[config.mk]
export PLATFORM = sky130hd
export DESIGN_NAME = raster_csr_unit
export DESIGN_NICKNAME = d
export VERILOG_FILES = /design/src/source/gpu_cfg_pkg.sv /design/src/source/raster_pkg.sv /design/src/source/stamp_write_if.sv /design/src/source/csr_read_if.sv /design/src/source/stamp_ram.sv /design/src/source/raster_csr.sv /design/src/source/stamp_packer.sv /design/src/source/apb_csr_bridge.sv /design/src/source/raster_csr_unit.sv
export SDC_FILE = /design/constraint.sdc
export NUM_CORES = 2
export LEC_CHECK = 0
export CAP_MARGIN = 0
export CORE_AREA = 3 3 416 418
export CTS_BUF_LIST = sky130_fd_sc_hd__clkbuf_4 sky130_fd_sc_hd__clkbuf_8 sky130_fd_sc_hd__clkbuf_16
export CTS_CLUSTER_DIAMETER = 40
export DETAILED_ROUTE_END_ITERATION = 10
export DIE_AREA = 0 0 419 421
export DONT_BUFFER_PORTS = 1
export GPL_TIMING_DRIVEN = 0
export PLACE_DENSITY_LB_ADDON = 0.3
export SLEW_MARGIN = 15
export SYNTH_ARGS = -nofsm -noshare
export SYNTH_HDL_FRONTEND = slang
export SYNTH_HIERARCHICAL = 1
export SYNTH_SLANG_ARGS = --single-unit
[constraint.sdc]
create_clock -name clk -period 14.3 [get_ports clk]
set_input_delay 3.575 -clock clk [delete_from_list [all_inputs] [get_ports clk]]
set_output_delay 3.575 -clock clk [all_outputs]
set_load 0.01 [all_outputs]
[src/source/gpu_cfg_pkg.sv]
package gpu_cfg_pkg;

    // Software visible CSR word
    typedef logic [31:0] csr_word_t;

    // Word select within one thread record
    typedef logic [1:0] csr_idx_t;

    localparam int RASTER_CSR_COUNT = 4;

    // Record word layout
    localparam csr_idx_t CSR_POS_MASK = 2'd0;
    localparam csr_idx_t CSR_BCOORD0  = 2'd1;

    // APB address, byte addressed
    typedef logic [15:0] apb_addr_t;

    // Field positions in the APB address map
    // Thread field sits right above the CSR index, warp id above the thread
    localparam int APB_CSR_LSB    = 2;
    localparam int APB_THREAD_LSB = APB_CSR_LSB + $bits(csr_idx_t);

endpackage

[src/source/raster_pkg.sv]
package raster_pkg;

    import gpu_cfg_pkg::*;

    // Quad coordinate
    typedef logic [13:0] pos_t;

    // Coverage of the four pixels in a quad
    typedef logic [3:0] quad_mask_t;

    typedef logic [31:0] bcoord_t;

    localparam int NUM_BCOORDS = 3;

    // One stamp from the rasterizer
    typedef struct packed {
        pos_t                          pos_x;
        pos_t                          pos_y;
        quad_mask_t                    mask;
        bcoord_t [NUM_BCOORDS-1:0]     bcoords;
    } raster_stamp_t;

    // Stored record, word 0 is {pos_y, pos_x, mask}, words 1 to 3 the bcoords
    typedef csr_word_t [RASTER_CSR_COUNT-1:0] raster_csrs_t;

endpackage

[src/source/stamp_write_if.sv]
interface stamp_write_if import raster_pkg::*; #(
    parameter int NUM_THREADS = 4,
    parameter int NUM_WARPS   = 4
) ();

    localparam int WID_W = (NUM_WARPS > 1) ? $clog2(NUM_WARPS) : 1;

    // One-cycle strobe, the store takes every one
    logic                            enable;
    logic [WID_W-1:0]                wid;
    logic [NUM_THREADS-1:0]          tmask;
    raster_stamp_t [NUM_THREADS-1:0] data;

    modport master (
        output enable,
        output wid,
        output tmask,
        output data
    );

    modport slave (
        input enable,
        input wid,
        input tmask,
        input data
    );

endinterface

[src/source/csr_read_if.sv]
interface csr_read_if import gpu_cfg_pkg::*; #(
    parameter int NUM_THREADS = 4,
    parameter int NUM_WARPS   = 4
) ();

    localparam int WID_W = (NUM_WARPS > 1) ? $clog2(NUM_WARPS) : 1;

    logic                        read_enable;
    logic [WID_W-1:0]            read_wid;
    csr_idx_t                    read_addr;
    // All threads of the warp at once
    csr_word_t [NUM_THREADS-1:0] read_data;

    modport master (
        output read_enable,
        output read_wid,
        output read_addr,
        input  read_data
    );

    modport slave (
        input  read_enable,
        input  read_wid,
        input  read_addr,
        output read_data
    );

endinterface

[src/source/stamp_ram.sv]
module stamp_ram #(
    parameter int DATAW = 128,
    parameter int SIZE  = 4,
    localparam int ADDRW = (SIZE > 1) ? $clog2(SIZE) : 1
) (
    input  logic             clk,
    input  logic             write,
    input  logic [ADDRW-1:0] waddr,
    input  logic [DATAW-1:0] wdata,
    input  logic [ADDRW-1:0] raddr,
    output logic [DATAW-1:0] rdata
);

    logic [DATAW-1:0] mem [SIZE];

    always_ff @(posedge clk) begin
        if (write) begin
            mem[waddr] <= wdata;
        end
    end

    // LUT RAM style, read is combinational
    assign rdata = mem[raddr];

    // Non power of two depth leaves holes in the address space
    a_waddr_in_range: assert property (
        @(posedge clk) write |-> (int'(waddr) < SIZE)
    ) else $error("stamp_ram: write address %0d beyond depth %0d", waddr, SIZE);

endmodule

[src/source/raster_csr.sv]
module raster_csr
    import gpu_cfg_pkg::*;
    import raster_pkg::*;
#(
    parameter int NUM_THREADS = 4,
    parameter int NUM_WARPS   = 4
) (
    input  logic             clk,
    input  logic             rst_n,
    stamp_write_if.slave     stamp_wr,
    csr_read_if.slave        csr_rd
);

    raster_csrs_t           lane_wdata [NUM_THREADS];
    raster_csrs_t           lane_rdata [NUM_THREADS];
    logic [NUM_THREADS-1:0] lane_write;

    // Pack each stamp into its record layout
    always_comb begin
        for (int i = 0; i < NUM_THREADS; i++) begin
            lane_wdata[i][CSR_POS_MASK] = {
                stamp_wr.data[i].pos_y,
                stamp_wr.data[i].pos_x,
                stamp_wr.data[i].mask
            };
            for (int j = 0; j < NUM_BCOORDS; j++) begin
                lane_wdata[i][int'(CSR_BCOORD0) + j] = stamp_wr.data[i].bcoords[j];
            end
        end
    end

    // One RAM per thread, indexed by warp id
    for (genvar i = 0; i < NUM_THREADS; i++) begin : g_lane
        assign lane_write[i] = stamp_wr.enable && stamp_wr.tmask[i];

        stamp_ram #(
            .DATAW ($bits(raster_csrs_t)),
            .SIZE  (NUM_WARPS)
        ) u_store (
            .clk   (clk),
            .write (lane_write[i]),
            .waddr (stamp_wr.wid),
            .wdata (lane_wdata[i]),
            .raddr (csr_rd.read_wid),
            .rdata (lane_rdata[i])
        );

        assign csr_rd.read_data[i] = csr_rd.read_enable
                                   ? lane_rdata[i][csr_rd.read_addr]
                                   : '0;
    end

    // Asynchronous read needs a known address
    a_read_addr_known: assert property (
        @(posedge clk) disable iff (!rst_n)
        csr_rd.read_enable |-> !$isunknown({csr_rd.read_wid, csr_rd.read_addr})
    ) else $error("raster_csr: unknown read address, warp %b csr %b",
                  csr_rd.read_wid, csr_rd.read_addr);

endmodule

[src/source/stamp_packer.sv]
module stamp_packer
    import raster_pkg::*;
#(
    parameter int NUM_THREADS = 4,
    parameter int NUM_WARPS   = 4,
    localparam int WID_W = (NUM_WARPS > 1) ? $clog2(NUM_WARPS) : 1
) (
    input  logic             clk,
    input  logic             rst_n,
    input  logic             in_valid,
    output logic             in_ready,
    input  logic [WID_W-1:0] in_wid,
    input  raster_stamp_t    in_stamp,
    input  logic             in_last,
    stamp_write_if.master    stamp_wr
);

    localparam int CNT_W = $clog2(NUM_THREADS + 1);

    typedef enum logic {
        FILL,
        COMMIT
    } pack_state_t;

    pack_state_t            state;
    logic [CNT_W-1:0]       lane_cnt;
    logic [WID_W-1:0]       group_wid;
    raster_stamp_t          lane_data [NUM_THREADS];
    logic [NUM_THREADS-1:0] fill_mask;
    logic                   accept;
    logic                   group_done;

    assign in_ready   = (state == FILL);
    assign accept     = in_valid && in_ready;
    assign group_done = in_last || (lane_cnt == CNT_W'(NUM_THREADS - 1));

    always_ff @(posedge clk) begin
        if (!rst_n) begin
            state    <= FILL;
            lane_cnt <= '0;
        end else begin
            case (state)
                FILL: begin
                    if (accept) begin
                        lane_cnt <= lane_cnt + 1'b1;
                        if (group_done) begin
                            state <= COMMIT;
                        end
                    end
                end
                COMMIT: begin
                    state    <= FILL;
                    lane_cnt <= '0;
                end
                default: state <= FILL;
            endcase
        end
    end

    // Lane payload, the warp id comes from the first stamp of the group
    always_ff @(posedge clk) begin
        if (accept && lane_cnt == '0) begin
            group_wid <= in_wid;
        end
        for (int i = 0; i < NUM_THREADS; i++) begin
            if (accept && lane_cnt == CNT_W'(i)) begin
                lane_data[i] <= in_stamp;
            end
        end
    end

    always_comb begin
        for (int i = 0; i < NUM_THREADS; i++) begin
            fill_mask[i] = (lane_cnt > CNT_W'(i));
        end
    end

    assign stamp_wr.enable = (state == COMMIT);
    assign stamp_wr.wid    = group_wid;
    assign stamp_wr.tmask  = fill_mask;

    for (genvar i = 0; i < NUM_THREADS; i++) begin : g_data
        assign stamp_wr.data[i] = lane_data[i];
    end

    // A group belongs to one warp
    a_wid_stable: assert property (
        @(posedge clk) disable iff (!rst_n)
        (accept && lane_cnt != '0) |-> (in_wid == group_wid)
    ) else $error("stamp_packer: warp id changed from %0d to %0d inside a group",
                  group_wid, in_wid);

endmodule

[src/source/apb_csr_bridge.sv]
module apb_csr_bridge
    import gpu_cfg_pkg::*;
#(
    parameter int NUM_THREADS = 4,
    parameter int NUM_WARPS   = 4
) (
    input  logic      clk,
    input  logic      rst_n,
    input  logic      psel,
    input  logic      penable,
    input  logic      pwrite,
    input  apb_addr_t paddr,
    input  csr_word_t pwdata,
    output csr_word_t prdata,
    output logic      pready,
    output logic      pslverr,
    csr_read_if.master csr_rd
);

    localparam int TID_W    = (NUM_THREADS > 1) ? $clog2(NUM_THREADS) : 1;
    localparam int WID_W    = (NUM_WARPS > 1) ? $clog2(NUM_WARPS) : 1;
    localparam int WARP_LSB = APB_THREAD_LSB + TID_W;

    csr_idx_t         addr_csr;
    logic [TID_W-1:0] addr_tid;
    apb_addr_t        addr_warp;
    logic             range_err;
    logic             xfer_err;
    logic             setup;

    // Address decode
    assign addr_csr  = paddr[APB_CSR_LSB +: $bits(csr_idx_t)];
    assign addr_tid  = paddr[APB_THREAD_LSB +: TID_W];
    assign addr_warp = paddr >> WARP_LSB;

    assign range_err = (int'(addr_warp) >= NUM_WARPS) || (int'(addr_tid) >= NUM_THREADS);
    // Writes are not supported
    assign xfer_err  = pwrite || range_err;
    assign setup     = psel && !penable;

    // Held through setup and access
    assign csr_rd.read_enable = psel && !xfer_err;
    assign csr_rd.read_wid    = addr_warp[WID_W-1:0];
    assign csr_rd.read_addr   = addr_csr;

    always_ff @(posedge clk) begin
        if (!rst_n) begin
            pready  <= 1'b0;
            pslverr <= 1'b0;
        end else begin
            // No wait states, access always follows setup
            pready  <= setup;
            pslverr <= setup && xfer_err;
        end
    end

    always_ff @(posedge clk) begin
        if (setup) begin
            prdata <= xfer_err ? '0 : csr_rd.read_data[addr_tid];
        end
    end

    a_penable_needs_psel: assert property (
        @(posedge clk) disable iff (!rst_n)
        penable |-> psel
    ) else $error("apb_csr_bridge: penable high without psel");

    // Write data is dropped, but a master must still drive it
    a_pwdata_known: assert property (
        @(posedge clk) disable iff (!rst_n)
        (psel && pwrite) |-> !$isunknown(pwdata)
    ) else $error("apb_csr_bridge: unknown pwdata on write to %h", paddr);

endmodule

[src/source/raster_csr_unit.sv]
module raster_csr_unit
    import gpu_cfg_pkg::*;
    import raster_pkg::*;
#(
    parameter int NUM_THREADS = 4,
    parameter int NUM_WARPS   = 4,
    localparam int WID_W = (NUM_WARPS > 1) ? $clog2(NUM_WARPS) : 1
) (
    input  logic             clk,
    input  logic             rst_n,

    // Stamp stream from the rasterizer
    input  logic             in_valid,
    output logic             in_ready,
    input  logic [WID_W-1:0] in_wid,
    input  raster_stamp_t    in_stamp,
    input  logic             in_last,

    // APB slave
    input  logic             psel,
    input  logic             penable,
    input  logic             pwrite,
    input  apb_addr_t        paddr,
    input  csr_word_t        pwdata,
    output csr_word_t        prdata,
    output logic             pready,
    output logic             pslverr
);

    stamp_write_if #(
        .NUM_THREADS (NUM_THREADS),
        .NUM_WARPS   (NUM_WARPS)
    ) stamp_wr ();

    csr_read_if #(
        .NUM_THREADS (NUM_THREADS),
        .NUM_WARPS   (NUM_WARPS)
    ) csr_rd ();

    stamp_packer #(
        .NUM_THREADS (NUM_THREADS),
        .NUM_WARPS   (NUM_WARPS)
    ) u_packer (
        .clk      (clk),
        .rst_n    (rst_n),
        .in_valid (in_valid),
        .in_ready (in_ready),
        .in_wid   (in_wid),
        .in_stamp (in_stamp),
        .in_last  (in_last),
        .stamp_wr (stamp_wr.master)
    );

    raster_csr #(
        .NUM_THREADS (NUM_THREADS),
        .NUM_WARPS   (NUM_WARPS)
    ) u_csr (
        .clk      (clk),
        .rst_n    (rst_n),
        .stamp_wr (stamp_wr.slave),
        .csr_rd   (csr_rd.slave)
    );

    apb_csr_bridge #(
        .NUM_THREADS (NUM_THREADS),
        .NUM_WARPS   (NUM_WARPS)
    ) u_apb (
        .clk     (clk),
        .rst_n   (rst_n),
        .psel    (psel),
        .penable (penable),
        .pwrite  (pwrite),
        .paddr   (paddr),
        .pwdata  (pwdata),
        .prdata  (prdata),
        .pready  (pready),
        .pslverr (pslverr),
        .csr_rd  (csr_rd.master)
    );

endmodule

==> summary.md <==
| Metric | Value |
|---|---|
| Outcome | completed |
| RSZ-0062 raised after global routing | no |
| Post-CTS Resized | 0 |
| Worst path slowest cell | clkbuf_1 |
| Synth Area in Simple Gates | 0.5834% |
| Distinct cells, synth | 35 |
| Placer Congestion | between 0.7 and 0.8 |
| Critical Path RT | between 10000 and 15000 ps |
| Max Slew Vio Count | 0 |
| EDFF count, synth | between 2000 and 3000 |
| Antenna Nets Post-Route | 0 |
| Final Hold Vio Count | 0 |
| Post-synthesis sequential area ratio | between 80% and 90% |
| Mapped Cells | roughly 3800 |
| Main combinational cell family by area after synthesis | multiplexers |
| Total GRT Usage | between 20 and 30% |
| TNS Setup | 0 ps |
| Tightest Pin Transition | 1238 ps |
| Final Worst Setup Slack | 7989 ps |
| Root buffer cell | clkbuf_16 |
| Final setup viols | 0 |
| Largest delay share family, worst path | buffers and inverters |
| DR vias | 44419 |
| Die height | approximately 420 um |
| CP Max Fanout | 10 |
| Cell Rows | between 150 and 200 |
| Post-synthesis sequential element count | between 2000 and 3000 |
| Clock sinks | 2600 |
| Yosys top cell by area | edfxtp_1 |
| Hold Buf Count CTS | 0 |
| DP Cell Count | a little over 6000 |
| Crit end category | flip-flop |
| Via/cell ratio | 6.567 |
| DRT iter0 DRCs | 5662 |
| Global-route wire length before repair | 341.2 mm |
| Top cells by area, synth | edfxtp_1 81%, mux4_2 13%, mux2i_1 2.7% |
| Setup Crit Path Kind | in -> reg |
| Vias in the first global route | between 40000 and 50000 |
| Global route overflow | 0 |
| HPWL after DPL | about 160 mm |
| DP Area | about 100000 um^2 |
| CTS tree | yes |
| Area grow syn2layout | 15.97% |
| P_leak | approximately 36 nW |
| Largest net degree at the start of global routing | between 40 and 50 |
| Routed length per placed instance | 35.75 um |
| Setup Skew | between 70 and 80 ps |
| Dpl ws | 7198 ps |
| Compound-gate portion of the synthesized area | 0.8563% |
| Non-filler cells, final | ~6800 |
| Clock latency on the worst-skew pair | ~930 ps |
| Post-layout instance area | 111700 um^2 |
| Post-Route WL | ~240 mm |
| Layout net count | between 4000 and 5000 |
| Worst Setup Start Kind | input port |
| Synth Flop Type | edfxtp_1 |
| Area share of the largest cell type after synthesis | roughly four fifths |
| Post-Syn Nets | about 4000 |
| Crit-path max cell delay | ~860 ps |
| Rel. slew slack | ~17% |
| Ys async rst share | 0% |
| Num CTS Buffers | ~310 |
| Syn_area_per_cell | roughly 25 um^2 |
| Synthesized area | a little under 100000 um^2 |
| Commonest non-fill, non-tap cell in the layout | edfxtp_1 |
| Fillcell total | about 10000 |
| Adder-cell area share of the yosys netlist | less than 1% |
| Pre-Repair DR Iteration Count | 5 |
| Buffers & Inverters on Critical Path | 3 |
| Die X | approximately 420 um |
| Post-CTS Setup Bufs | 0 |
| Most used cell, CP | mux4_2 |
| Detailed-route DRC error count | 0 |
| Multi-input combinational cell area | around 16000 um^2 |
| Core area | about 170000 um^2 |
| Min-delay worst type | reg -> reg |
| Commonest cells after routing, fill and taps aside | 2594 x edfxtp_1, 542 x mux4_2, 320 x clkbuf_16 |
| Max-cap viol count | 0 |
| Multiplexer area fraction after synthesis | between 10% and 20% |
| I/O pin cnt | between 200 and 250 |
| Initial antenna violation count | 11 |
| Worst EP arrival | roughly 7000 ps |
| Synth warn | 6 |
| Crit-path cells | buf_4, clkbuf_1, buf_2, mux4_2, mux2i_1, o22ai_1, mux4_2, and4_1 |
| Initial Util | around 57% |
| Clock slew at reported path FFs | roughly 60 ps |
| Share of cells above drive strength 1 | a little under a third |
| Pwr dens | 150.3 nW/um^2 |
| Register area | slightly below 80000 um^2 |
| CTS Buffer Depth | 4 |
| H-tree depth | 5 |
| Final worst path period share | 44.14% |
| XOR/XNOR share of the synthesized area | less than 1% |
| Tmin final | 6311 ps |
| Tot Pwr | ~17 mW |
| Fmax | approximately 0.16 GHz |
| Die ar. | between 150000 and 200000 um^2 |
| Worst VDD drop | ~150 uV |
| IO Port Bufs | 0 |
## area by class of cell
cell class / count / share of cell area (%)
inverter: 5 / 0.01681
sequential: 2600 / 69.86
antenna: 30 / 0.06723
clock buffer: 364 / 7.467
clock inverter: 177 / 1.587
buffer: 189 / 1.771
tap: 2218 / 2.485
multi-input combinational: 1013 / 14.69
timing repair buffer: 168 / 2.055
## report_power, final
part | internal [mW] | switching (mW) | total (mW)
Clock | 4.63 | 3.05 | 7.68
Combinational | 0.246 | 0.346 | 0.592
Sequential | 8.45 | 0.0547 | 8.50
## path summary, 6_finish.rpt
kind,startpoint,slack (ps),cells past startpoint,endpoint
min reg2reg,u_packer/lane_data[2][93],450,0,u_csr/g_lane[2].u_store/mem[3][125]
min,u_packer/lane_data[2][93],450,0,u_csr/g_lane[2].u_store/mem[3][125]
max,paddr[7],7990,8,u_apb/prdata[27]
max reg2reg,u_packer/lane_cnt[0],10550,11,u_csr/g_lane[2].u_store/mem[0][103]
## metal layers
metal,up-vias,GRT usage (%),wire [um]
li1,17469,-,-
met2,2796,44.48,119800
met4,0,12.25,10830
met5,-,0,0
met3,482,7.257,25940
met1,23672,36.61,85210
## registers in the layout (all words and copies together) (netlist names)
register	flops
u_apb/prdata	32
u_apb/pready	1
u_apb/pslverr	1
u_csr/g_lane.u_store/mem	2048
u_packer/lane_cnt	3
u_packer/lane_data	512
u_packer/stamp_wr.enable	1
u_packer/stamp_wr.wid	2
## kinds of logic (layout without fill, tap and decap cells)
logic type,count (synthesis),in the layout
xor+xnor,1,1
simple gates,74,74
buf+inv,194,903
other cells,0,30
mux,801,801
compound gates,132,132
fa+ha+maj,5,5
flops,2600,2600
## synthesized netlist by cell type (5+ instances only)
cell type	number
dfxtp_1	6
inv_1	5
edfxtp_1	2594
buf_2	62
mux2i_1	257
buf_12	54
nor3b_1	7
buf_8	9
clkbuf_1	32
ha_1	5
nor2_1	7
mux4_2	542
and3b_1	8
o22ai_1	128
and4_1	33
buf_6	25
## metrics by stage
step | utilization, % | hold slack, ps
2_1_floorplan | - | 458.7
3_3_place_gp | 58.46 | 465.6
3_5_place_dp | 59.88 | 477.8
4_1_cts | 65.85 | 439.5
5_1_grt | 65.88 | 465.2
6_report | 65.89 | 447.1
(Power assumes the default switching activity.)
